<file path="src/logic/calc_pkg.sv">
// --------------------------------------------------------------------------
// Fixed RV64 widths; only OP/OP-IMM ALU forms and mul are decoded as legal.
// --------------------------------------------------------------------------
package calc_pkg;

  parameter int dword_width    = 64;
  parameter int reg_addr_width = 5;
  parameter int comp_stages    = 4;

  // Major opcodes
  parameter logic [6:0] opcode_op     = 7'b0110011;
  parameter logic [6:0] opcode_op_imm = 7'b0010011;

  parameter logic [2:0] funct3_add = 3'b000;
  parameter logic [2:0] funct3_sll = 3'b001;
  parameter logic [2:0] funct3_xor = 3'b100;
  parameter logic [2:0] funct3_or  = 3'b110;
  parameter logic [2:0] funct3_and = 3'b111;
  parameter logic [2:0] funct3_mul = 3'b000;

  parameter logic [6:0] funct7_base = 7'b0000000;
  parameter logic [6:0] funct7_sub  = 7'b0100000;
  parameter logic [6:0] funct7_mul  = 7'b0000001;

  typedef struct packed {
    logic [6:0]                funct7;
    logic [reg_addr_width-1:0] rs2_addr;
    logic [reg_addr_width-1:0] rs1_addr;
    logic [2:0]                funct3;
    logic [reg_addr_width-1:0] rd_addr;
    logic [6:0]                opcode;
  } rtype_s;

  typedef struct packed {
    logic [11:0]               imm;
    logic [reg_addr_width-1:0] rs1_addr;
    logic [2:0]                funct3;
    logic [reg_addr_width-1:0] rd_addr;
    logic [6:0]                opcode;
  } itype_s;

  // Same 32-bit word, register or immediate layout
  typedef union packed {
    rtype_s rtype;
    itype_s itype;
  } instr_u;

  typedef struct packed {
    logic                   v;
    logic [31:0]            pc;
    instr_u                 instr;
    logic [dword_width-1:0] rs1_data;
    logic [dword_width-1:0] rs2_data;
  } dispatch_pkt_s;

  typedef struct packed {
    logic irs1_r_v;
    logic irs2_r_v;
    logic irf_w_v;
    logic int_v;
    logic mul_v;
    logic use_imm;
    logic illegal;
  } decode_s;

  typedef struct packed {
    dispatch_pkt_s pkt;
    decode_s       decode;
  } reservation_s;

  typedef struct packed {
    logic                      w_v;
    logic [reg_addr_width-1:0] rd_addr;
    logic [dword_width-1:0]    data;
  } wb_pkt_s;

  // Tag of a completion stage with the data it holds one cycle later
  typedef struct packed {
    logic                      w_v;
    logic [reg_addr_width-1:0] rd_addr;
    logic [dword_width-1:0]    data;
  } fwd_s;

  typedef struct packed {
    logic        v;
    logic        illegal;
    logic [31:0] pc;
  } exc_stage_s;

  typedef struct packed {
    logic        v;
    logic        illegal;
    logic [31:0] pc;
  } commit_pkt_s;

endpackage

</file>
<file path="src/logic/calc_ctrl.sv">
// --------------------------------------------------------------------------
// Retires in order at stage 2; an illegal commit squashes the three younger.
// --------------------------------------------------------------------------
`timescale 1ns/1ps

module calc_ctrl
 (input                                        clk_i
  , input                                      rst_n_i
  , input  calc_pkg::reservation_s             reservation_i
  , input                                      dispatch_v_i
  , output logic [calc_pkg::comp_stages-1:0]   stage_v_o
  , output logic                               flush_o
  , output calc_pkg::commit_pkt_s              commit_pkt_o
  );

  import calc_pkg::*;

  exc_stage_s       exc_stage_0;
  exc_stage_s [2:1] exc_stage_n;
  exc_stage_s [2:1] exc_stage_r;
  logic             exc0_v_r;
  logic             retire_v;

  // Stage 0 lines up with the reservation register
  assign exc_stage_0.v       = exc0_v_r;
  assign exc_stage_0.illegal = exc0_v_r && reservation_i.decode.illegal;
  assign exc_stage_0.pc      = reservation_i.pkt.pc;

  assign commit_pkt_o.v       = exc_stage_r[2].v;
  assign commit_pkt_o.illegal = exc_stage_r[2].illegal;
  assign commit_pkt_o.pc      = exc_stage_r[2].pc;

  assign flush_o  = commit_pkt_o.illegal;
  assign retire_v = exc_stage_r[2].v && !exc_stage_r[2].illegal;

  always_comb
  begin
    exc_stage_n[1] = exc_stage_0;
    exc_stage_n[2] = exc_stage_r[1];
    // Squashed entries carry neither valid nor illegal
    if (flush_o)
    begin
      exc_stage_n[1].v       = 1'b0;
      exc_stage_n[1].illegal = 1'b0;
      exc_stage_n[2].v       = 1'b0;
      exc_stage_n[2].illegal = 1'b0;
    end
  end

  // Valid of the instruction entering each completion stage
  assign stage_v_o = {retire_v, exc_stage_n[2].v, exc_stage_n[1].v, exc_stage_0.v};

  always_ff @(posedge clk_i)
  begin
    exc_stage_r <= exc_stage_n;
    if (!rst_n_i)
    begin
      exc0_v_r               <= 1'b0;
      exc_stage_r[1].v       <= 1'b0;
      exc_stage_r[1].illegal <= 1'b0;
      exc_stage_r[2].v       <= 1'b0;
      exc_stage_r[2].illegal <= 1'b0;
    end
    else
    begin
      exc0_v_r <= dispatch_v_i && !flush_o;
    end
  end

endmodule

</file>
<file path="config.mk">
export PLATFORM = sky130hd
export DESIGN_NAME = calc_ctrl
export DESIGN_NICKNAME = d
export VERILOG_FILES = /design/src/logic/calc_pkg.sv /design/src/logic/calc_ctrl.sv
export SDC_FILE = /design/constraint.sdc
export NUM_CORES = 1
export LEC_CHECK = 0
export ABC_AREA = 1
export BUFFER_PORTS_ARGS = -buffer_cell sky130_fd_sc_hd__buf_2
export CAP_MARGIN = 15
export CORE_AREA = 2 2 94 96
export DETAILED_ROUTE_END_ITERATION = 10
export DIE_AREA = 0 0 96 98
export PLACE_DENSITY = 0.6
export SYNTH_ARGS = -nofsm -noshare
export SYNTH_HDL_FRONTEND = slang
export SYNTH_SLANG_ARGS = --single-unit
export TNS_END_PERCENT = 1
</file>
<file path="constraint.sdc">
create_clock -name clk_i -period 2 [get_ports clk_i]
set_clock_uncertainty 0.1 [all_clocks]
set_input_delay 0.4 -clock clk_i [delete_from_list [all_inputs] [get_ports clk_i]]
set_output_delay 0.4 -clock clk_i [all_outputs]
set_load 0.01 [all_outputs]
</file>
==> metrics.txt <==
power share of the sequential group between 50 and 60%; Ant. Diodes 0; power per standard cell area about 1200 mW/mm2; delay-heaviest family, CP flip-flops; drt wl/cell between 8 and 9 um; post-synthesis mux area share 0%; CTS resizes 0; #FFs+latches synth 69; first-pass GRT wire length between 3000 and 4000 um; vias in the first global route about 840; commonest non-fill, non-tap cell in the layout buf_2; final routed DRC violation total 0; Worst setup EP type output pin; TritonRoute pass-1 iters 4; vias per cell 3.089; most frequent cells in the layout buf_2 (74), dfxtp_1 (69), clkbuf_8 (9); final hold violations 0; switching part of the total power a little under a quarter; post-synthesis net count roughly 330; max-cap violations 0; simple-gate portion of the synthesized area approximately 2.3%; Switch Pwr just under 600 uW; Mapped Cells 123; CTS Hold Bufs 0; drt initial violations 10; Synth Area in XOR/XNOR 0%; initial core utilization slightly above 20%; Die ar. approximately 0.0094 mm2; CP max stage delay around 0.42 ns; Tmin final 1.466 ns; clock sink count 69; crit-path max FO 6; FF-to-FF Start flush_o; sequential fraction of the synthesis area between 70% and 80%; NumNets Final between 300 and 400; post-synthesis compound-gate area fraction 0%; reg2reg path depth 3; CP startpoint flush_o; Crit path depth 2; post-synth cell types 7; FILL cells 885; Overflow after GRT 0; CP required around 1.5 ns; syn avg cell area about 14 um2; critical path cell sequence nor2_1, buf_2; routability cong. 0.5688; Rel. slew slack a little under 90%; CTS max path bufs 2; final slew viol count 0; Routed Antenna Nets 0; share of cells above drive strength 1 a little over half; Ports roughly 240; Peak VDD IR 0.4294 mV; Clock Latency Late Sink about 0.34 ns; routed vias 871; Combinational Power Share 3.9%; reg2reg end exc_stage_r[33]; setup TNS 0 ns; CP startpoint kind flip-flop; Worst-path clk slew 0.08 ns; Worst path slowest cell dfxtp_1; Die Height about 100 um; Worst EP arrival 0.97 ns; Worst Max-Slew Pin Slew roughly 0.19 ns; CTS tree built; worst reg2reg setup slack about 1.2 ns; area leader, netlist dfxtp_1; Tcrit/Tclk final around three quarters; largest net degree at the start of global routing 14; synth top area cells dfxtp_1 (80%), buf_4 (16%), nor2_1 (1.7%); RSZ-0062 raised after global routing no; area post-placement 0.001949 mm2; Chip Width between 90 and 100 um; Core Region around 0.0085 mm2; Leak between 0.9 and 1 nW; Root Driver clkbuf_8; Critical Path End stage_v_o[1]; Area Growth Syn to Fin 22.72%; Hold Path Class input port to flip-flop; initial antenna violation count 0; gr usage total under 10%; Port Buffers between 70 and 80; CP bufs+invs 1; YS warnings 0; Setup Fix Bufs, Post-CTS 0; final setup fails 0; Design Area, Final about 0.0021 mm2; crit path kind flip-flop to output pin; Row Count 34; status finished clean; Synth Area in Adders 0%; Fin Hold WS around 0.057 ns; Yosys top cell area share approximately four fifths; Final HPWL DP 1870 um; main combinational cell family by area after synthesis buffers and inverters; clock group share of total power 38.5%; Fmax 0.6822 GHz; total CTS buffers 9; Cell Area, Synth ~0.0017 mm2; H-tree depth 3; routed wire length 2525 um; internal power slightly below 2 mW
state kept, by name, summed over array words and instances, names as in the netlist:
register	count
commit_pkt_o	33
exc0_v_r	1
flush_o	1
exc_stage_r	2
exc_stage_n	32
stage by stage:
step	setup slack (ns)	total power [mW]	instances	util, %
detailed placement	0.9041	1.595	267	23.03
finish	0.5341	2.535	282	25.07
global placement	0.9130	1.593	267	23.03
global route	0.4224	2.672	282	25.07
floorplan	0.8580	1.569	123	-
CTS	0.5066	2.604	282	25.07
power groups by stage:
stage               Clock, mW  Sequential, mW  Combinational, mW
finish                  0.975            1.46             0.0980
global route             1.10            1.47              0.108
CTS                      1.04            1.46              0.101
detailed placement          0            1.50              0.100
global placement            0            1.49             0.0996
floorplan                   0            1.49             0.0800
cell type report:
type | instances | area (um2) | area share [%]
clock inverters | 6 | 48.80 | 2.300
inverters | 6 | 22.52 | 1.061
well taps | 108 | 135.1 | 6.368
flip-flops and latches | 69 | 1381 | 65.09
multi-input cells | 10 | 40.04 | 1.887
repair buffers | 74 | 370.4 | 17.45
clock buffers | 9 | 123.9 | 5.837
synth_stat cells (all sizes together):
cell,number
nand2,2
nor2,8
buf,38
inv,6
dfxtp,69
per-layer routing:
metal	vias up	part of all wire, %	global-route usage (%)
li1	423	-	-
met2	56	47	8.120
met5	-	0	0
met4	0	1.3	3.297
met3	6	14	5.556
met1	386	38	5.268
worst register-to-register path: cells and delay by family (launching register included):
kind          cells  cell delay [ns]
flops             1             0.42
simple gates      2             0.14
buf+inv           1             0.05
logic make-up after synthesis:
family / Yosys count
flip-flops: 69
AND/OR/NAND/NOR: 10
buffers and inverters: 44
how the worst min path moves through the flow:
stage | from | cells past startpoint | to
2_1_floorplan | exc_stage_n[34] | 0 | commit_pkt_o[0]
3_3_place_gp | exc_stage_n[60] | 0 | commit_pkt_o[26]
3_5_place_dp | exc_stage_n[63] | 0 | commit_pkt_o[29]
4_1_cts | reservation_i[182] | 1 | exc_stage_n[49]
5_1_grt | reservation_i[178] | 1 | exc_stage_n[45]
6_report | reservation_i[170] | 1 | exc_stage_n[37]
Note: power is estimated with default switching activity, not from simulation.
