--- src/logic/calc_pkg.sv ---
// --------------------------------------------------------------------------
// Fixed RV64 widths; only OP/OP-IMM ALU forms and mul are decoded as legal.
// --------------------------------------------------------------------------
package calc_pkg;

  parameter int dword_width    = 64;
  parameter int reg_addr_width = 5;
  parameter int comp_stages    = 4;

  // Major opcodes
  parameter logic [6:0] opcode_op     = 7'b0110011;
  parameter logic [6:0] opcode_op_imm = 7'b0010011;

  parameter logic [2:0] funct3_add = 3'b000;
  parameter logic [2:0] funct3_sll = 3'b001;
  parameter logic [2:0] funct3_xor = 3'b100;
  parameter logic [2:0] funct3_or  = 3'b110;
  parameter logic [2:0] funct3_and = 3'b111;
  parameter logic [2:0] funct3_mul = 3'b000;

  parameter logic [6:0] funct7_base = 7'b0000000;
  parameter logic [6:0] funct7_sub  = 7'b0100000;
  parameter logic [6:0] funct7_mul  = 7'b0000001;

  typedef struct packed {
    logic [6:0]                funct7;
    logic [reg_addr_width-1:0] rs2_addr;
    logic [reg_addr_width-1:0] rs1_addr;
    logic [2:0]                funct3;
    logic [reg_addr_width-1:0] rd_addr;
    logic [6:0]                opcode;
  } rtype_s;

  typedef struct packed {
    logic [11:0]               imm;
    logic [reg_addr_width-1:0] rs1_addr;
    logic [2:0]                funct3;
    logic [reg_addr_width-1:0] rd_addr;
    logic [6:0]                opcode;
  } itype_s;

  // Same 32-bit word, register or immediate layout
  typedef union packed {
    rtype_s rtype;
    itype_s itype;
  } instr_u;

  typedef struct packed {
    logic                   v;
    logic [31:0]            pc;
    instr_u                 instr;
    logic [dword_width-1:0] rs1_data;
    logic [dword_width-1:0] rs2_data;
  } dispatch_pkt_s;

  typedef struct packed {
    logic irs1_r_v;
    logic irs2_r_v;
    logic irf_w_v;
    logic int_v;
    logic mul_v;
    logic use_imm;
    logic illegal;
  } decode_s;

  typedef struct packed {
    dispatch_pkt_s pkt;
    decode_s       decode;
  } reservation_s;

  typedef struct packed {
    logic                      w_v;
    logic [reg_addr_width-1:0] rd_addr;
    logic [dword_width-1:0]    data;
  } wb_pkt_s;

  // Tag of a completion stage with the data it holds one cycle later
  typedef struct packed {
    logic                      w_v;
    logic [reg_addr_width-1:0] rd_addr;
    logic [dword_width-1:0]    data;
  } fwd_s;

  typedef struct packed {
    logic        v;
    logic        illegal;
    logic [31:0] pc;
  } exc_stage_s;

  typedef struct packed {
    logic        v;
    logic        illegal;
    logic [31:0] pc;
  } commit_pkt_s;

endpackage

--- src/logic/calc_issue.sv ---
// --------------------------------------------------------------------------
// Dispatch is sampled every cycle with no back-pressure; flush drops it.
// --------------------------------------------------------------------------
`timescale 1ns/1ps

module calc_issue
 (input                                                      clk_i
  , input                                                    rst_n_i
  , input  calc_pkg::dispatch_pkt_s                          dispatch_pkt_i
  , input  calc_pkg::fwd_s [calc_pkg::comp_stages-1:0]       fwd_i
  , input                                                    flush_i
  , output calc_pkg::reservation_s                           reservation_o
  );

  import calc_pkg::*;

  instr_u       instr;
  decode_s      decode;
  logic         alu_f3_v;
  reservation_s reservation_n;
  reservation_s reservation_r;

  // Youngest in-flight producer of addr, else the register file value
  function automatic logic [dword_width-1:0] fwd_pick
    (input fwd_s [comp_stages-1:0]    fwd
     , input logic                    r_v
     , input logic [reg_addr_width-1:0] addr
     , input logic [dword_width-1:0]  file_data
     );
    logic [dword_width-1:0] data;
    data = file_data;
    for (int i = comp_stages-1; i >= 0; i--)
    begin
      if (r_v && fwd[i].w_v && (fwd[i].rd_addr == addr))
      begin
        data = fwd[i].data;
      end
    end
    return data;
  endfunction

  assign instr = dispatch_pkt_i.instr;

  // ALU funct3 values legal in both forms
  assign alu_f3_v = instr.rtype.funct3 inside {funct3_add, funct3_xor, funct3_or, funct3_and};

  always_comb
  begin
    decode = '0;
    case (instr.rtype.opcode)
      opcode_op:
      begin
        decode.irs1_r_v = 1'b1;
        decode.irs2_r_v = 1'b1;
        if (instr.rtype.funct7 == funct7_mul)
          decode.mul_v = (instr.rtype.funct3 == funct3_mul);
        else if (instr.rtype.funct7 == funct7_sub)
          decode.int_v = (instr.rtype.funct3 == funct3_add);
        else if (instr.rtype.funct7 == funct7_base)
          decode.int_v = alu_f3_v || (instr.rtype.funct3 == funct3_sll);
      end
      opcode_op_imm:
      begin
        decode.irs1_r_v = 1'b1;
        decode.use_imm  = 1'b1;
        decode.int_v    = alu_f3_v;
      end
      default:
        decode = '0;
    endcase

    decode.illegal = !(decode.int_v || decode.mul_v);
    if (decode.illegal)
    begin
      decode.irs1_r_v = 1'b0;
      decode.irs2_r_v = 1'b0;
    end
    // x0 is never written
    decode.irf_w_v = !decode.illegal && (instr.rtype.rd_addr != '0);
  end

  always_comb
  begin
    reservation_n            = '{pkt: dispatch_pkt_i, decode: decode};
    reservation_n.pkt.v      = dispatch_pkt_i.v && !flush_i;
    reservation_n.pkt.rs1_data = fwd_pick(fwd_i, decode.irs1_r_v, instr.rtype.rs1_addr,
                                          dispatch_pkt_i.rs1_data);
    reservation_n.pkt.rs2_data = fwd_pick(fwd_i, decode.irs2_r_v, instr.rtype.rs2_addr,
                                          dispatch_pkt_i.rs2_data);
  end

  always_ff @(posedge clk_i)
  begin
    reservation_r <= reservation_n;
    if (!rst_n_i)
    begin
      reservation_r.pkt.v <= 1'b0;
    end
  end

  assign reservation_o = reservation_r;

endmodule

--- config.mk ---
export PLATFORM = sky130hd
export DESIGN_NAME = calc_issue
export DESIGN_NICKNAME = d
export VERILOG_FILES = /design/src/logic/calc_pkg.sv /design/src/logic/calc_issue.sv
export SDC_FILE = /design/constraint.sdc
export NUM_CORES = 1
export LEC_CHECK = 0
export BUFFER_PORTS_ARGS = -buffer_cell sky130_fd_sc_hd__buf_2
export CORE_AREA = 2 2 263 265
export DETAILED_ROUTE_END_ITERATION = 6
export DIE_AREA = 0 0 265 267
export PLACE_DENSITY = 0.35
export SYNTH_ARGS = -nofsm -noshare
export SYNTH_HDL_FRONTEND = slang
export SYNTH_SLANG_ARGS = --single-unit
--- constraint.sdc ---
create_clock -name clk_i -period 3.5 [get_ports clk_i]
set_clock_uncertainty 0.1 [all_clocks]
set_input_delay 0.875 -clock clk_i [delete_from_list [all_inputs] [get_ports clk_i]]
set_output_delay 0.875 -clock clk_i [all_outputs]
set_load 0.1 [all_outputs]
==> metrics.csv <==
metric;value;unit
largest_reg_flops;200;
grt_pass1_wl;82.24;mm
synth-seq-area-share;0.4574;
ys_seq_elements;200;
first_pass_iters;7;
postCtsSetupBuffers;0;
final_util;0.2062;
path_clk_slew;0.10;ns
crit_path_end_kind;register;
startpoint_type;primary input;
hold_violations;0;
ios;676;
dieArea;70760;sq um
crit_path_cell_trace;buf_2, xor2_1, nor4_1, nand3_1, nor2_4, buf_12, a22oi_1, o22ai_1;
cp_slowest_cell;nor2_4;
synth_edf_count;0;
switching_share;0.4027;
cts_sinks;200;
drive_gt1_frac;0.4913;
p_comb_frac;0.256;
htree_num_levels;4;
drtIter0Drc;769;
maxSlewViolCount;0;
syn_nets;1374;
setup_viol;0;
track_usage;0.1606;
cts_resized;0;
seq_power_share;0.380;
cts-root-buf;clkbuf_16;
synth_cells;898;
routed_via_density;4.537;
synthFlopType;dfxtp_1;
synth_largest_area_cell;dfxtp_1;
max_freq;0.3300;GHz
yosysTopAreaCellShare;0.4574;
die_w;265;um
async_flop_share;0;
period_minus_slack;3.030;ns
synth.most_common_cell;dfxtp_1;
relSlewSlack;0.1783;
multiInputGateArea;4370;sq um
required;3.82;ns
cts_hold_buf;0;
cpPeakStageDelay;0.94;ns
vias;11070;
min-delay-path-class;primary input to register;
status;complete, no violations;
ir_worst_vdd;0.1952;mV
row_count;96;
cp_max_fo;33;
path_class;primary input to register;
seqCellArea;4004;sq um
drv_cap;0;
finalCritPeriodShare;0.8657;
power_leakage;0.006646;uW
port_buffers;675;
die_h;267;um
synthTopCellsByArea;dfxtp_1, a22oi_1, o22ai_1;
ys_warn_count;0;
nets;2012;
placed_area;13340;sq um
arrival;3.35;ns
wl;59.38;mm
power.density;455.6;nW/um^2
p_int;3816;uW
p_switching;2572;uW
start_util;0.1288;
stdcell_count;2439;
synth_area;8753;sq um
core;67990;sq um
grt_max_degree;65;
area_growth;60.18;%
fillCellCount;7624;
cts_buffer_depth;2;
ant_nets;0;
first_global_vias;11810;
cts_tree;yes;
gp_congestion;0.8470;
place_hpwl;43.87;mm
synth_cell_types;39;
wl_per_cell;24.35;um
drcViolationCount;0;
power;6388;uW
clkPwrFrac;0.364;
antenna_found_initial;11;
syn_area_per_cell;9.748;sq um
cts_made_buffers;17;
synth_common_cells;dfxtp_1, a22oi_1, o22ai_1;
grt_overflow;0;
rsz0062_at_grt;no;
tightest_slew;1.233;ns
dp.cells;2399;
fin_area;14020;sq um
[through the flow]
stage | hold slack (ns) | setup slack [ns] | TNS (ns)
after detailed placement | 0.8786 | -0.08125 | -1.727
final | 0.3594 | 0.4700 | 0
after global placement | 0.8781 | -0.04502 | -0.3118
after CTS | 0.3077 | 0.4655 | 0
after floorplan | 0.8027 | 0.6748 | 0
after global routing | 0.3158 | 0.2911 | 0
[worst paths after layout]
kind | from | cells past startpoint | slack, ns | endpoint
setup / recovery | fwd_i[136] | 8 | 0.47 | reservation_o[54]$_DFF_P_
hold / removal | dispatch_pkt_i[162] | 1 | 0.36 | reservation_o[169]$_DFF_P_
[power by group through the flow]
stage / registers [uW] / clock network [uW] / logic, uW
after floorplan: 3340 / 0 / 188
after global placement: 2480 / 0 / 1640
after detailed placement: 2480 / 0 / 1640
after CTS: 2430 / 2410 / 1640
after global routing: 2440 / 2480 / 1700
final: 2430 / 2320 / 1640
[critical path, delay by kind of cell]
| family | cells | cell delay (ns) |
|---|---|---|
| buffers and inverters | 2 | 0.42 |
| XOR/XNOR | 1 | 0.16 |
| AO/OA/AOI/OAI | 2 | 0.31 |
| AND/OR/NAND/NOR | 3 | 1.50 |
[cells in the final DEF, fill, tap and decap left out, types with 3 or more instances in the layout]
cell type  Yosys  final
a21oi_1       66     66
a22oi_1      128    128
buf_12         0     16
buf_2         16    675
buf_4         10     21
clkbuf_16      0     17
clkinv_8       0      4
dfxtp_1      200    200
diode_2        0      8
inv_12         0      6
mux2i_1       64     64
nand3_1        6      4
nor2_1         4      3
nor3_1         4      4
nor4_1         9      9
o21ai_0        6      5
o21ai_1       60     60
o221ai_1      64     64
o22ai_1      128    128
xnor2_1       10     10
xor2_1        30     30
[cell families after synthesis]
kind of cell | count (synthesis) | synth area share
XOR/XNOR | 40 | 0.04002
AND/OR/NAND/NOR | 40 | 0.02759
flip-flops | 200 | 0.4574
multiplexers | 64 | 0.07318
AO/OA/AOI/OAI | 459 | 0.3485
buffers and inverters | 95 | 0.05332
[area by class of cell]
class / count / area share
repair buffers: 712 / 0.2750
clock buffers: 17 / 0.03034
well taps: 882 / 0.07871
flip-flops and latches: 200 / 0.2856
clock inverters: 15 / 0.01669
multi-input cells: 603 / 0.3117
diodes: 8 / 0.001428
inverters: 2 / 0.0005354
[routing by layer]
metal / track usage / routed length (um) / vias up
li1: - / - / 4884
met1: 0.1718 / 22150 / 5368
met2: 0.2918 / 30700 / 684
met3: 0.04198 / 4427 / 126
met4: 0.07925 / 2071 / 4
met5: 0 / 24 / -
No activity file was read; power rests on OpenSTA's default activity.
