--- src/logic/calc_pkg.sv ---
// --------------------------------------------------------------------------
// Fixed RV64 widths; only OP/OP-IMM ALU forms and mul are decoded as legal.
// --------------------------------------------------------------------------
package calc_pkg;

  parameter int dword_width    = 64;
  parameter int reg_addr_width = 5;
  parameter int comp_stages    = 4;

  // Major opcodes
  parameter logic [6:0] opcode_op     = 7'b0110011;
  parameter logic [6:0] opcode_op_imm = 7'b0010011;

  parameter logic [2:0] funct3_add = 3'b000;
  parameter logic [2:0] funct3_sll = 3'b001;
  parameter logic [2:0] funct3_xor = 3'b100;
  parameter logic [2:0] funct3_or  = 3'b110;
  parameter logic [2:0] funct3_and = 3'b111;
  parameter logic [2:0] funct3_mul = 3'b000;

  parameter logic [6:0] funct7_base = 7'b0000000;
  parameter logic [6:0] funct7_sub  = 7'b0100000;
  parameter logic [6:0] funct7_mul  = 7'b0000001;

  typedef struct packed {
    logic [6:0]                funct7;
    logic [reg_addr_width-1:0] rs2_addr;
    logic [reg_addr_width-1:0] rs1_addr;
    logic [2:0]                funct3;
    logic [reg_addr_width-1:0] rd_addr;
    logic [6:0]                opcode;
  } rtype_s;

  typedef struct packed {
    logic [11:0]               imm;
    logic [reg_addr_width-1:0] rs1_addr;
    logic [2:0]                funct3;
    logic [reg_addr_width-1:0] rd_addr;
    logic [6:0]                opcode;
  } itype_s;

  // Same 32-bit word, register or immediate layout
  typedef union packed {
    rtype_s rtype;
    itype_s itype;
  } instr_u;

  typedef struct packed {
    logic                   v;
    logic [31:0]            pc;
    instr_u                 instr;
    logic [dword_width-1:0] rs1_data;
    logic [dword_width-1:0] rs2_data;
  } dispatch_pkt_s;

  typedef struct packed {
    logic irs1_r_v;
    logic irs2_r_v;
    logic irf_w_v;
    logic int_v;
    logic mul_v;
    logic use_imm;
    logic illegal;
  } decode_s;

  typedef struct packed {
    dispatch_pkt_s pkt;
    decode_s       decode;
  } reservation_s;

  typedef struct packed {
    logic                      w_v;
    logic [reg_addr_width-1:0] rd_addr;
    logic [dword_width-1:0]    data;
  } wb_pkt_s;

  // Tag of a completion stage with the data it holds one cycle later
  typedef struct packed {
    logic                      w_v;
    logic [reg_addr_width-1:0] rd_addr;
    logic [dword_width-1:0]    data;
  } fwd_s;

  typedef struct packed {
    logic        v;
    logic        illegal;
    logic [31:0] pc;
  } exc_stage_s;

  typedef struct packed {
    logic        v;
    logic        illegal;
    logic [31:0] pc;
  } commit_pkt_s;

endpackage

--- src/logic/calc_comp_pipe.sv ---
// --------------------------------------------------------------------------
// Single issue with fixed latencies, so two pipes never finish together.
// --------------------------------------------------------------------------
`timescale 1ns/1ps

module calc_comp_pipe
 (input                                                   clk_i
  , input                                                 rst_n_i
  , input  calc_pkg::reservation_s                        reservation_i
  , input  logic [calc_pkg::dword_width-1:0]              int_data_i
  , input  logic                                          int_v_i
  , input  logic [calc_pkg::dword_width-1:0]              mul_data_i
  , input  logic                                          mul_v_i
  , input  logic [calc_pkg::comp_stages-1:0]              stage_v_i
  , output calc_pkg::fwd_s [calc_pkg::comp_stages-1:0]    fwd_o
  , output calc_pkg::wb_pkt_s                             wb_pkt_o
  );

  import calc_pkg::*;

  wb_pkt_s [comp_stages-1:0] stage_cur;
  wb_pkt_s [comp_stages-1:1] stage_n;
  wb_pkt_s [comp_stages-1:1] stage_r;

  // Stage 0 is the reservation itself and holds no data yet
  always_comb
  begin
    stage_cur[0].w_v     = reservation_i.decode.irf_w_v && stage_v_i[0];
    stage_cur[0].rd_addr = reservation_i.pkt.instr.rtype.rd_addr;
    stage_cur[0].data    = '0;
    stage_cur[comp_stages-1:1] = stage_r;
  end

  always_comb
  begin
    for (int i = 1; i < comp_stages; i++)
    begin
      stage_n[i]     = stage_cur[i-1];
      stage_n[i].w_v = stage_cur[i-1].w_v && stage_v_i[i];
    end
    stage_n[1].data |= int_v_i ? int_data_i : '0;
    stage_n[3].data |= mul_v_i ? mul_data_i : '0;
  end

  always_ff @(posedge clk_i)
  begin
    stage_r <= stage_n;
    if (!rst_n_i)
    begin
      for (int i = 1; i < comp_stages; i++)
      begin
        stage_r[i].w_v <= 1'b0;
      end
    end
  end

  for (genvar i = 0; i < comp_stages; i++)
  begin : g_fwd
    assign fwd_o[i].w_v     = stage_cur[i].w_v;
    assign fwd_o[i].rd_addr = stage_cur[i].rd_addr;
    if (i < comp_stages-1)
    begin : g_next
      assign fwd_o[i].data = stage_n[i+1].data;
    end
    else
    begin : g_last
      // Leaving the pipe this cycle, the register file is not written yet
      assign fwd_o[i].data = stage_cur[i].data;
    end
  end

  assign wb_pkt_o = stage_r[comp_stages-1];

endmodule

--- config.mk ---
export PLATFORM = sky130hd
export DESIGN_NAME = calc_comp_pipe
export DESIGN_NICKNAME = d
export VERILOG_FILES = /design/src/logic/calc_pkg.sv /design/src/logic/calc_comp_pipe.sv
export SDC_FILE = /design/constraint.sdc
export NUM_CORES = 1
export LEC_CHECK = 0
export BUFFER_PORTS_ARGS = -buffer_cell sky130_fd_sc_hd__buf_2
export CAP_MARGIN = 30
export CORE_AREA = 4 4 265 267
export CTS_CLUSTER_SIZE = 30
export DETAILED_ROUTE_END_ITERATION = 8
export DIE_AREA = 0 0 269 271
export PLACE_DENSITY_LB_ADDON = 0.1
export SYNTH_ARGS = -nofsm -noshare
export SYNTH_HDL_FRONTEND = slang
export SYNTH_SLANG_ARGS = --single-unit
export TNS_END_PERCENT = 30
--- constraint.sdc ---
create_clock -name clk_i -period 0.9 [get_ports clk_i]
set_input_delay 0.18 -clock clk_i [delete_from_list [all_inputs] [get_ports clk_i]]
set_output_delay 0.18 -clock clk_i [all_outputs]
set_load 0.005 [all_outputs]
==> out/qor_table.md, run 1 <==
| Stage | Parameter | Value |
|---|---|---|
| outcome | Run status | finished, violations left |
| outcome | Violated checks | negative hold slack, negative setup slack |
| finish | Sequential cell area | 0.00442 mm² |
| sta | Setup repair after global routing missed its margin | true |
| sta | Share of the clock period used by the worst path | 151% |
| clock tree | Post-CTS Hold Buffers | 74 |
| power and ir drop | Net switching component of the power | 5.73 mW |
| worst setup path | Critical path origin | stage_cur[191] |
| die | Ports | 686 |
| synthesis | Ys Warns | 0 |
| detailed routing | Total wire length after detailed routing | 26100 µm |
| global route | Number of global-route vias before repair | 5490 |
| placed design | Detail Placement HPWL | 20700 µm |
| finish | # fillers | 7630 |
| worst setup path | Launching point of the worst reg2reg path | stage_cur[144] |
| detailed routing | Routed vias | 5247 |
| global route | GR Util All Layers | 6.67% |
| clock tree | Cell at the root of the clock tree | sky130_fd_sc_hd__clkbuf_16 |
| synthesis | Synthesized area | 0.00793 mm² |
| synthesis | Portion of netlist area occupied by mux cells | 0% |
| synthesis | Leading cell type by number of instances after synthesis | sky130_fd_sc_hd__buf_4 |
| global route | Wire length of the first global-routing pass | 36100 µm |
| die | Die boundary width | 269 µm |
| worst setup path | Top fanout value on the critical path | 2 |
| finish | Final instance area | 0.0122 mm² |
| worst setup path | WS Path Type | reg2out |
| placed design | Placed cell count | 1784 |
| synthesis | Post-synth EDFFs | 0 |
| detailed routing | Routed Antenna Nets | 0 |
| synthesis | Most used flip-flop cell after synthesis | sky130_fd_sc_hd__dfxtp_1 |
| detailed routing | Wire length per cell | 13.5 µm |
| die | Starting utilization of the core area | 11.6% |
| synthesis | Gate count after technology mapping | 705 |
| detailed routing | Vias per cell | 2.71 |
| die | Height of the die | 271 µm |
| sta | Achievable frequency | 736 MHz |
| clock tree | Insertion delay of the later-clocked pin in the worst-skew pair | 550 ps |
| synthesis | Syn Nets | 1041 |
| finish | Area of combinational cells with multiple inputs | 0.00103 mm² |
| power and ir drop | Total design power | 24.5 mW |
| sta | Final-report max-slew violation count | 0 |
| synthesis | Post-Synth XOR/XNOR Area | 0% |
| synthesis | Share of synthesized flip-flops with an asynchronous set or reset | 0% |
| power and ir drop | Part of the power in the clock network | 44.8% |
| min path | Hold Path Cell Cnt | 2 |
| worst setup path | Kind of start point of the critical path | flop |
| synthesis | Main area contributors after synthesis | sky130_fd_sc_hd__dfxtp_1, sky130_fd_sc_hd__buf_4, sky130_fd_sc_hd__a21o_1 |
| placed design | Port Buffers | 491 |
| power and ir drop | Power density relative to cell area | 2010 mW/mm² |
| finish | Post-layout util | 17.9% |
| synthesis | Simple-gate portion of the synthesized area | 6.41% |
| detailed routing | Number of search-and-repair iterations in the first detailed-routing pass | 3 |
| clock tree | Num CTS Buffers | 27 |
| global route | Largest net degree at the start of global routing | 37 |
| die | Die footprint | 0.0729 mm² |
| finish | Area Overhead vs Synth | 53.5% |
| placed design | Final estimated routing congestion in global placement | 0.657 |
| power and ir drop | Cell-internal power | 18.8 mW |
| synthesis | Most area-hungry cell type in the Yosys netlist | sky130_fd_sc_hd__dfxtp_1 |
| global route | Number of antenna violations at the first check in global routing | 5 |
| synthesis | Main combinational cell family by area after synthesis | buffers and inverters |
| synthesis | Top-area cell type share of the netlist area | 53.0% |
| sta | Final worst clock skew | 9.95 ps |
| sta | Transition time at the pin with the least slew margin | 230 ps |
| synthesis | Number of distinct standard cells referenced by the synthesized netlist | 9 |
| min path | Worst hold path class | in2reg |
| clock tree | Number of H-tree levels | 1 |
| power and ir drop | Combinational cell fraction of total power | 13.1% |
| clock tree | Clk sinks | 210 |
| sta | Final hold vios | 46 |
| detailed routing | Drt first-iter violations | 85 |
| synthesis | Share of the yosys chip area belonging to registers | 53.0% |
| clock tree | Clk buf depth | 3 |
| worst setup path | Arrival time of the worst setup path | 1180 ps |
| clock tree | CTS tree | yes |
| finish | Fraction of final layout cells sized beyond drive strength 1 | 80.4% |
| power and ir drop | Switching fraction of total power | 23.4% |
| synthesis | Post-synthesis average cell area | 11.2 µm² |
| worst setup path | R2R cell count | 4 |
| power and ir drop | Leakage power | 6.17 nW |
| power and ir drop | Peak VDD IR | 990 µV |
| power and ir drop | Part of the power in registers | 42.1% |
| sta | Endpoints failing setup | 346 |
| die | Number of rows in the core area | 96 |
| sta | Worst hold-check slack | -157 ps |
| min path | HP Start | mul_data_i[41] |
| synthesis | Post-synthesis compound-gate area fraction | 6.06% |
| die | Total core area | 0.0681 mm² |
| detailed routing | DRC | 0 |
| synthesis | Commonest cells in the synthesized netlist | sky130_fd_sc_hd__buf_4, sky130_fd_sc_hd__dfxtp_1, sky130_fd_sc_hd__a21o_1, sky130_fd_sc_hd__and2_2 |
| synthesis | Flip-flop and latch count after synthesis | 210 |
| clock tree | Clock-pin slew of the registers on the worst-case setup and hold paths | 60 ps |
| finish | Final std cells w/o fill | 1938 |
| worst setup path | Crit. End Element | primary output |
| synthesis | Arithmetic-cell share of the synthesized area counting full adders, half adders and majority gates | 0% |
| sta | Final critical path time including I/O delays and setup | 1360 ps |
| global route | GRT overflow | 0 |
| placed design | Placed Instance Area | 0.00935 mm² |
| sta | Worst relative slew slack | 84.7% |
| sta | Crit path setup slack, layout | -459 ps |
| run | Max-cap viol count | 0 |
| worst setup path | Required @ worst endpoint | 720 ps |
| finish | Number of nets in the finished design | 1372 |
==> cell usage in the layout (no fill, tap or decap) <==
master                          count
sky130_fd_sc_hd__and2_2            32
sky130_fd_sc_hd__buf_8              1
sky130_fd_sc_hd__clkbuf_8           5
sky130_fd_sc_hd__clkbuf_16         27
sky130_fd_sc_hd__buf_12             7
sky130_fd_sc_hd__a21o_1            64
sky130_fd_sc_hd__buf_2            381
sky130_fd_sc_hd__buf_4             93
sky130_fd_sc_hd__dlygate4sd3_1     73
sky130_fd_sc_hd__diode_2            2
sky130_fd_sc_hd__dfxtp_2          143
sky130_fd_sc_hd__bufinv_16          3
sky130_fd_sc_hd__and3_1             2
sky130_fd_sc_hd__and2_4            32
sky130_fd_sc_hd__clkinv_2           4
sky130_fd_sc_hd__and4_1             1
sky130_fd_sc_hd__dfxtp_4            9
sky130_fd_sc_hd__buf_6            110
sky130_fd_sc_hd__dfxtp_1           58
sky130_fd_sc_hd__clkbuf_1           8
sky130_fd_sc_hd__and2_1             1
==> registers in the layout (all words and copies together), names as in the netlist <==
name,flops
fwd_o,146
stage_cur,64
==> layer usage <==
layer / wire [µm] / GRT usage [%] / vias to the layer above
li1: - / - / 2534
met1: 9050 / 6.60 / 2364
met2: 12800 / 11.9 / 306
met3: 3370 / 3.66 / 41
met4: 877 / 2.16 / 2
met5: 20 / 0 / -
==> area by class of cell <==
type | count | share of cell area [%]
flip-flops and latches | 210 | 36.3
diodes | 2 | 0.0411
multi-input cells | 132 | 8.45
clock inverters | 7 | 0.905
clock buffers | 40 | 6.37
repair buffers | 665 | 38.9
well taps | 882 | 9.07
==> per-stage QoR <==
stage	setup WS, ps	TNS [ps]
after floorplan	12.8	0
after global placement	-260	-21440
after detailed placement	-246	-20430
after CTS	-548	-108740
after global routing	-539	-109680
final	-459	-87490
==> timing repair <==
action | 4_1_cts | 5_1_grt
buffers inserted | 20 | 11
endpoints found under the hold margin | 133 | 47
resized for setup | 230 | 94
endpoints found under the setup margin | 344 | 371
pin swaps | 0 | 2
==> cells by family after synthesis <==
group / count (synthesis)
flops: 210
buf+inv: 363
compound gates: 64
simple gates: 68
==> worst max-delay path, cell delays in order (launching register included) <==
cell and delay [ps]:
sky130_fd_sc_hd__dfxtp_1 300, sky130_fd_sc_hd__a21o_1 190, sky130_fd_sc_hd__buf_2 140
==> power by group through the flow <==
stage | Combinational [mW] | Clock, mW | Sequential, mW
after global placement | 2.60 | 0 | 10.4
after detailed placement | 2.52 | 0 | 10.4
after global routing | 3.53 | 12.0 | 10.4
after floorplan | 2.02 | 0 | 10.3
final | 3.22 | 11.0 | 10.3
after CTS | 3.11 | 11.7 | 10.3
==> path summary, 6_finish.rpt <==
path | endpoint | slack, ps
hold / removal | fwd_o[251] | -160
hold reg to reg | stage_cur[156] | 340
setup / recovery | fwd_o[191] | -460
setup reg to reg | fwd_o[214] | -40
No activity file was read; power rests on OpenSTA's default activity.
==> run 2, diff against run 1 <==
==> constraint.sdc (replaced) <==
create_clock -name clk_i -period 0.9 [get_ports clk_i]
set_input_delay 0.135 -clock clk_i [delete_from_list [all_inputs] [get_ports clk_i]]
set_output_delay 0.135 -clock clk_i [all_outputs]
set_load 0.005 [all_outputs]
==> out/qor_table.md, run 2 (same netlist as run 1, synthesis figures left out) <==
| Stage | Parameter | Value | vs previous |
|---|---|---|---|
| clock tree | Num CTS Buffers | 29 | +7.4% |
| finish | Area Overhead vs Synth | 55.7% |  |
| clock tree | Cell at the root of the clock tree | sky130_fd_sc_hd__clkbuf_16 |  |
| global route | GR Util All Layers | 6.69% | +0.015 points |
| finish | Fraction of final layout cells sized beyond drive strength 1 | 80.5% | +0.17 points |
| clock tree | Post-CTS Hold Buffers | 75 | +1.4% |
| finish | Most common cell after layout, fill and taps aside | sky130_fd_sc_hd__buf_2 |  |
| worst setup path | CP max stage delay | 300 ps | about the same |
| sta | Final-report max-slew violation count | 0 | unchanged |
| die | Ports | 686 | unchanged |
| detailed routing | DRC | 0 | unchanged |
| die | Height of the die | 271 µm | unchanged |
| sta | Worst relative slew slack | 82.3% | -2.4 points |
| worst setup path | Crit. End Element | primary output |  |
| sta | Setup repair after global routing missed its margin | true |  |
| detailed routing | Routed vias | 5307 | +1.1% |
| worst setup path | Top fanout value on the critical path | 2 | unchanged |
| placed design | Placed cell count | 1782 | -0.11% |
| die | Die footprint | 0.0729 mm² | unchanged |
| finish | Final std cells w/o fill | 1947 | +0.46% |
| die | Die boundary width | 269 µm | unchanged |
| die | Starting utilization of the core area | 11.6% | unchanged |
| worst setup path | Sequence of cells on the critical path | a21o_1 -> buf_2 |  |
| min path | HP Start | mul_data_i[61] |  |
| die | Number of rows in the core area | 96 | unchanged |
| global route | GRT overflow | 0 | unchanged |
| global route | Wire length of the first global-routing pass | 36100 µm | about the same |
| placed design | Post-place setup slack | -203 ps | +43.1 ps |
| sta | Crit path setup slack, layout | -404 ps | +55.1 ps |
| worst setup path | WS Path Type | reg2out |  |
| clock tree | Clock-pin slew of the registers on the worst-case setup and hold paths | 50 ps | about the same |
| sta | Share of the clock period used by the worst path | 145% | -6.1 points |
| worst setup path | Launching point of the worst reg2reg path | stage_cur[140] |  |
| worst setup path | R2R cell count | 4 | unchanged |
| detailed routing | Vias per cell | 2.73 | +0.68% |
| detailed routing | Drt first-iter violations | 67 | -21% |
| detailed routing | Routed Antenna Nets | 0 | unchanged |
| clock tree | Clk buf depth | 3 | unchanged |
| sta | Final worst clock skew | 8.39 ps | -1.57 ps |
| detailed routing | Number of search-and-repair iterations in the first detailed-routing pass | 4 | +1 |
| sta | Worst hold-check slack | -206 ps | -49.1 ps |
| placed design | Detail Placement HPWL | 20700 µm | +0.29% |
| global route | Largest net degree at the start of global routing | 36 | -2.7% |
| worst setup path | Capture point of the worst reg-to-reg path | fwd_o[210] |  |
| detailed routing | Wire length per cell | 13.4 µm | -0.36% |
| worst setup path | Kind of start point of the critical path | flop |  |
| clock tree | Number of H-tree levels | 1 | unchanged |
| placed design | Port Buffers | 491 | unchanged |
| sta | Final hold vios | 54 | +17% |
| placed design | Final estimated routing congestion in global placement | 0.679 | +3.4% |
| detailed routing | Total wire length after detailed routing | 26200 µm | about the same |
| finish | Number of nets in the finished design | 1377 | +0.36% |
| sta | Setup TNS after final layout | -71060 ps | +16430 ps |
| worst setup path | Arrival time of the worst setup path | 1170 ps | about the same |
| min path | Endpoint with the worst hold slack | fwd_o[271] |  |
| worst setup path | Required @ worst endpoint | 760 ps | +40 ps |
| worst setup path | R2R setup slack | -30 ps | about the same |
| clock tree | Insertion delay of the later-clocked pin in the worst-skew pair | 550 ps | about the same |
| outcome | Run status | finished, violations left |  |
| power and ir drop | Leakage power | 6.25 nW | +1.4% |
| outcome | Violated checks | negative hold slack, negative setup slack |  |
| sta | Achievable frequency | 767 MHz | +4.2% |
| power and ir drop | Peak VDD IR | 1280 µV | +29% |
| clock tree | Clk sinks | 210 | unchanged |
| clock tree | CTS tree | yes |  |
| global route | Number of global-route vias before repair | 5573 | +1.5% |
| min path | Hold Path Cell Cnt | 2 | unchanged |
| power and ir drop | Power density relative to cell area | 2140 mW/mm² | +6.3% |
| finish | Most used cells in the layout excluding fill and tap cells | sky130_fd_sc_hd__buf_2, sky130_fd_sc_hd__dfxtp_2, sky130_fd_sc_hd__buf_6 |  |
| sta | Endpoints failing setup | 284 | -18% |
| worst setup path | Cell with the biggest individual delay on the critical path | sky130_fd_sc_hd__dfxtp_1 |  |
| global route | Number of antenna violations at the first check in global routing | 6 | +1 |
| run | Max-cap viol count | 0 | unchanged |
| min path | Worst hold path class | in2reg |  |
| sta | Transition time at the pin with the least slew margin | 266 ps | +35.9 ps |
| sta | Final critical path time including I/O delays and setup | 1300 ps | -55.1 ps |
| die | Total core area | 0.0681 mm² | unchanged |
| finish | Max FFs per register | 146 | unchanged |
[run 2: report_power, final]
part | total [mW] | switching, mW | internal (mW)
Sequential | 10.3 | 0.323 | 9.97
Combinational | 3.21 | 1.15 | 2.06
Clock | 12.9 | 4.40 | 8.52
[run 2: per-stage QoR]
step	total power, mW	area (µm²)	util, %
final	26.4	12300	18.1
after global routing	27.9	12300	18.1
after CTS	27.0	11900	17.5
after detailed placement	12.9	9310	13.7
after global placement	12.9	9310	13.7
after floorplan	12.3	7930	-
[run 2: final cells by class]
type	count	area [µm²]
diodes	2	5.00
clock buffers	39	843
clock inverters	14	256
fillers	7589	55800
multi-input cells	132	1020
flip-flops and latches	210	4400
well taps	882	1100
repair buffers	668	4720
[run 2: critical path: cells and delay by family, from the launching register on]
kind	cells	cell delay [ps]
flops	1	300
compound gates	1	190
buf+inv	1	140
[run 2: how the worst max path moves through the flow]
stage	start	to	slack, ps
floorplan	mul_v_i	fwd_o[141]	60
finish	stage_cur[202]	fwd_o[202]	-400
global route	stage_cur[151]	fwd_o[151]	-490
CTS	stage_cur[151]	fwd_o[151]	-480
global placement	mul_v_i	fwd_o[140]	-210
detailed placement	mul_v_i	fwd_o[140]	-200
[run 2: metal layers]
| layer | vias to the layer above | track usage, % | share of wire [%] |
|---|---|---|---|
| li1 | 2556 | - | - |
| met1 | 2397 | 6.71 | 36 |
| met2 | 304 | 12.2 | 50 |
| met3 | 46 | 3.00 | 12 |
| met4 | 4 | 2.38 | 2.7 |
| met5 | - | 0 | 0.11 |
[run 2: what timing repair did]
| item | in CTS | in global routing |
|---|---|---|
| buffers inserted | 21 | 14 |
| resized for setup | 224 | 84 |
| gates cloned | 0 | 0 |
| hold endpoints to repair | 134 | 55 |
| pin swaps | 1 | 0 |
| endpoints found under the setup margin | 343 | 295 |
==> run 3, diff against run 2 <==
--- a/config.mk
+++ b/config.mk
@@ -7,10 +7,10 @@
 export LEC_CHECK = 0
 export BUFFER_PORTS_ARGS = -buffer_cell sky130_fd_sc_hd__buf_2
 export CAP_MARGIN = 30
-export CORE_AREA = 4 4 265 267
+export CORE_AREA = 2 2 270 272
 export CTS_CLUSTER_SIZE = 30
 export DETAILED_ROUTE_END_ITERATION = 8
-export DIE_AREA = 0 0 269 271
+export DIE_AREA = 0 0 272 274
 export PLACE_DENSITY_LB_ADDON = 0.1
 export SYNTH_ARGS = -nofsm -noshare
 export SYNTH_HDL_FRONTEND = slang
==> out/qor_table.md, run 3 (same netlist as run 1, synthesis figures left out) <==
| Stage | Parameter | Value | vs previous |
|---|---|---|---|
| clock tree | Post-CTS Hold Buffers | 75 | unchanged |
| sta | Final critical path time including I/O delays and setup | 1330 ps | +22.6 ps |
| sta | Final worst clock skew | 8.99 ps | +0.607 ps |
| global route | Number of antenna violations at the first check in global routing | 1 | -5 |
| worst setup path | Required @ worst endpoint | 760 ps | about the same |
| sta | Final-report max-slew violation count | 0 | unchanged |
| worst setup path | Kind of start point of the critical path | flop |  |
| detailed routing | Total wire length after detailed routing | 26500 µm | +1.2% |
| sta | Worst hold-check slack | -209 ps | -2.83 ps |
| die | Ports | 686 | unchanged |
| clock tree | Clk sinks | 210 | unchanged |
| detailed routing | Routed vias | 5263 | -0.83% |
| sta | Achievable frequency | 754 MHz | -1.7% |
| die | Number of rows in the core area | 99 | +3.1% |
| power and ir drop | Part of the power in the clock network | 45.3% | -3.6 points |
| placed design | Final estimated routing congestion in global placement | 0.679 | unchanged |
| sta | Setup repair after global routing missed its margin | true |  |
| clock tree | Clk buf depth | 3 | unchanged |
| worst setup path | Crit. End Element | primary output |  |
| power and ir drop | Cell-internal power | 18.7 mW | -8.8% |
| run | Max-cap viol count | 0 | unchanged |
| finish | Diode count | 0 | -2 |
| clock tree | Num CTS Buffers | 28 | -3.4% |
| die | Die boundary width | 272 µm | +1.1% |
| worst setup path | Cell with the biggest individual delay on the critical path | sky130_fd_sc_hd__dfxtp_2 |  |
| global route | Wire length of the first global-routing pass | 36000 µm | -0.23% |
| die | Starting utilization of the core area | 11.0% | -0.62 points |
| die | Total core area | 0.0720 mm² | +5.7% |
| global route | GR Util All Layers | 6.65% | -0.040 points |
| finish | Most used cells in the layout excluding fill and tap cells | sky130_fd_sc_hd__buf_2, sky130_fd_sc_hd__dfxtp_2, sky130_fd_sc_hd__buf_6 |  |
| placed design | Placed Instance Area | 0.00941 mm² | +1.1% |
| finish | Final instance area | 0.0122 mm² | -1.1% |
| worst setup path | Arrival time of the worst setup path | 1190 ps | +20 ps |
| placed design | Port Buffers | 491 | unchanged |
| outcome | Run status | finished, violations left |  |
| die | Height of the die | 274 µm | +1.1% |
| power and ir drop | Power density relative to cell area | 2020 mW/mm² | -5.7% |
| power and ir drop | Peak VDD IR | 1020 µV | -20% |
| finish | Fraction of final layout cells sized beyond drive strength 1 | 80.5% | about the same |
| finish | Sequential cell area | 0.00441 mm² | +0.28% |
| min path | Worst hold path class | in2reg |  |
| finish | Final std cells w/o fill | 2020 | +3.7% |
| die | Die footprint | 0.0745 mm² | +2.2% |
| placed design | Detail Placement HPWL | 20600 µm | -0.52% |
| sta | Endpoints failing setup | 288 | +1.4% |
| detailed routing | Routed Antenna Nets | 0 | unchanged |
| global route | GRT overflow | 0 | unchanged |
| sta | Worst relative slew slack | 84.8% | +2.5 points |
| placed design | Placed cell count | 1859 | +4.3% |
| power and ir drop | Leakage power | 6.15 nW | -1.6% |
| clock tree | Insertion delay of the later-clocked pin in the worst-skew pair | 560 ps | about the same |
| worst setup path | CP max stage delay | 340 ps | +40 ps |
| detailed routing | DRC | 0 | unchanged |
| finish | # fillers | 8123 | +7.0% |
| worst setup path | Top fanout value on the critical path | 2 | unchanged |
| sta | Final hold vios | 52 | -3.7% |
| outcome | Violated checks | negative hold slack, negative setup slack |  |
| sta | Transition time at the pin with the least slew margin | 228 ps | -38.0 ps |
| power and ir drop | Total design power | 24.6 mW | -6.8% |
| power and ir drop | Combinational cell fraction of total power | 12.9% | +0.7 points |
| detailed routing | Number of search-and-repair iterations in the first detailed-routing pass | 3 | -1 |
| global route | Number of global-route vias before repair | 5257 | -5.7% |
| power and ir drop | Switching fraction of total power | 23.9% | +1.7 points |
| detailed routing | Vias per cell | 2.61 | -4.4% |
| clock tree | CTS tree | yes |  |
| finish | Area Overhead vs Synth | 54.0% |  |
| sta | Crit path setup slack, layout | -427 ps | -22.6 ps |
| clock tree | Clock-pin slew of the registers on the worst-case setup and hold paths | 60 ps | about the same |
| detailed routing | Wire length per cell | 13.1 µm | -2.5% |
| power and ir drop | Net switching component of the power | 5.89 mW | +0.37% |
| worst setup path | WS Path Type | reg2out |  |
| finish | Area of combinational cells with multiple inputs | 0.00100 mm² | -1.2% |
| clock tree | Cell at the root of the clock tree | sky130_fd_sc_hd__clkbuf_16 |  |
| power and ir drop | Part of the power in registers | 41.8% | +2.9 points |
| detailed routing | Drt first-iter violations | 62 | -7.5% |
| finish | Post-layout util | 17.0% | -1.2 points |
| sta | Setup TNS after final layout | -73460 ps | -2400 ps |
| finish | Number of nets in the finished design | 1377 | unchanged |
| worst setup path | Sequence of cells on the critical path | a21o_1 -> buf_2 |  |
| finish | Most common cell after layout, fill and taps aside | sky130_fd_sc_hd__buf_2 |  |
| global route | Largest net degree at the start of global routing | 32 | -11% |
| finish | Max FFs per register | 146 | unchanged |
| sta | Share of the clock period used by the worst path | 147% | +2.5 points |
| clock tree | Number of H-tree levels | 1 | unchanged |
| placed design | Post-place setup slack | -120 ps | +83.4 ps |
run 3: power groups by stage:
| stage | combinational, mW | sequential [mW] | clock, mW |
|---|---|---|---|
| floorplan | 2.02 | 10.3 | 0 |
| global placement | 2.59 | 10.4 | 0 |
| detailed placement | 2.52 | 10.4 | 0 |
| CTS | 3.13 | 10.3 | 11.9 |
| global route | 3.49 | 10.4 | 12.3 |
| finish | 3.17 | 10.3 | 11.2 |
run 3: worst max-delay path, delay by kind of cell (launching register included):
family,cells,cell delay [ps]
flip-flops,1,340
AO/OA/AOI/OAI,1,160
buffers and inverters,1,130
run 3: routing by layer:
layer	GRT usage, %	wire [µm]	up-vias
met4	2.02	729	2
met5	0	13	-
li1	-	-	2540
met3	2.92	2630	42
met1	7.13	9910	2401
met2	11.7	13200	278
run 3: repair_timing:
item                                    in CTS  in global routing
pin swaps                                    1                  0
endpoints found under the hold margin      136                 55
resized for setup                          240                 61
endpoints found under the setup margin     344                311
setup buffers                               21                 15
run 3: final timing paths:
check	start	to	slack (ps)	cells past startpoint
min reg2reg	fwd_o[125]	stage_cur[195]	340	0
max	stage_cur[177]	fwd_o[177]	-430	2
max reg2reg	stage_cur[152]	fwd_o[222]	-30	4
min	mul_data_i[40]	fwd_o[250]	-210	2
run 3: area by class of cell:
class / instances / share of cell area (%)
sequential: 210 / 36.1
clock buffer: 39 / 6.58
tap: 959 / 9.83
clock inverter: 11 / 0.902
timing repair buffer: 669 / 38.3
multi-input combinational: 132 / 8.22
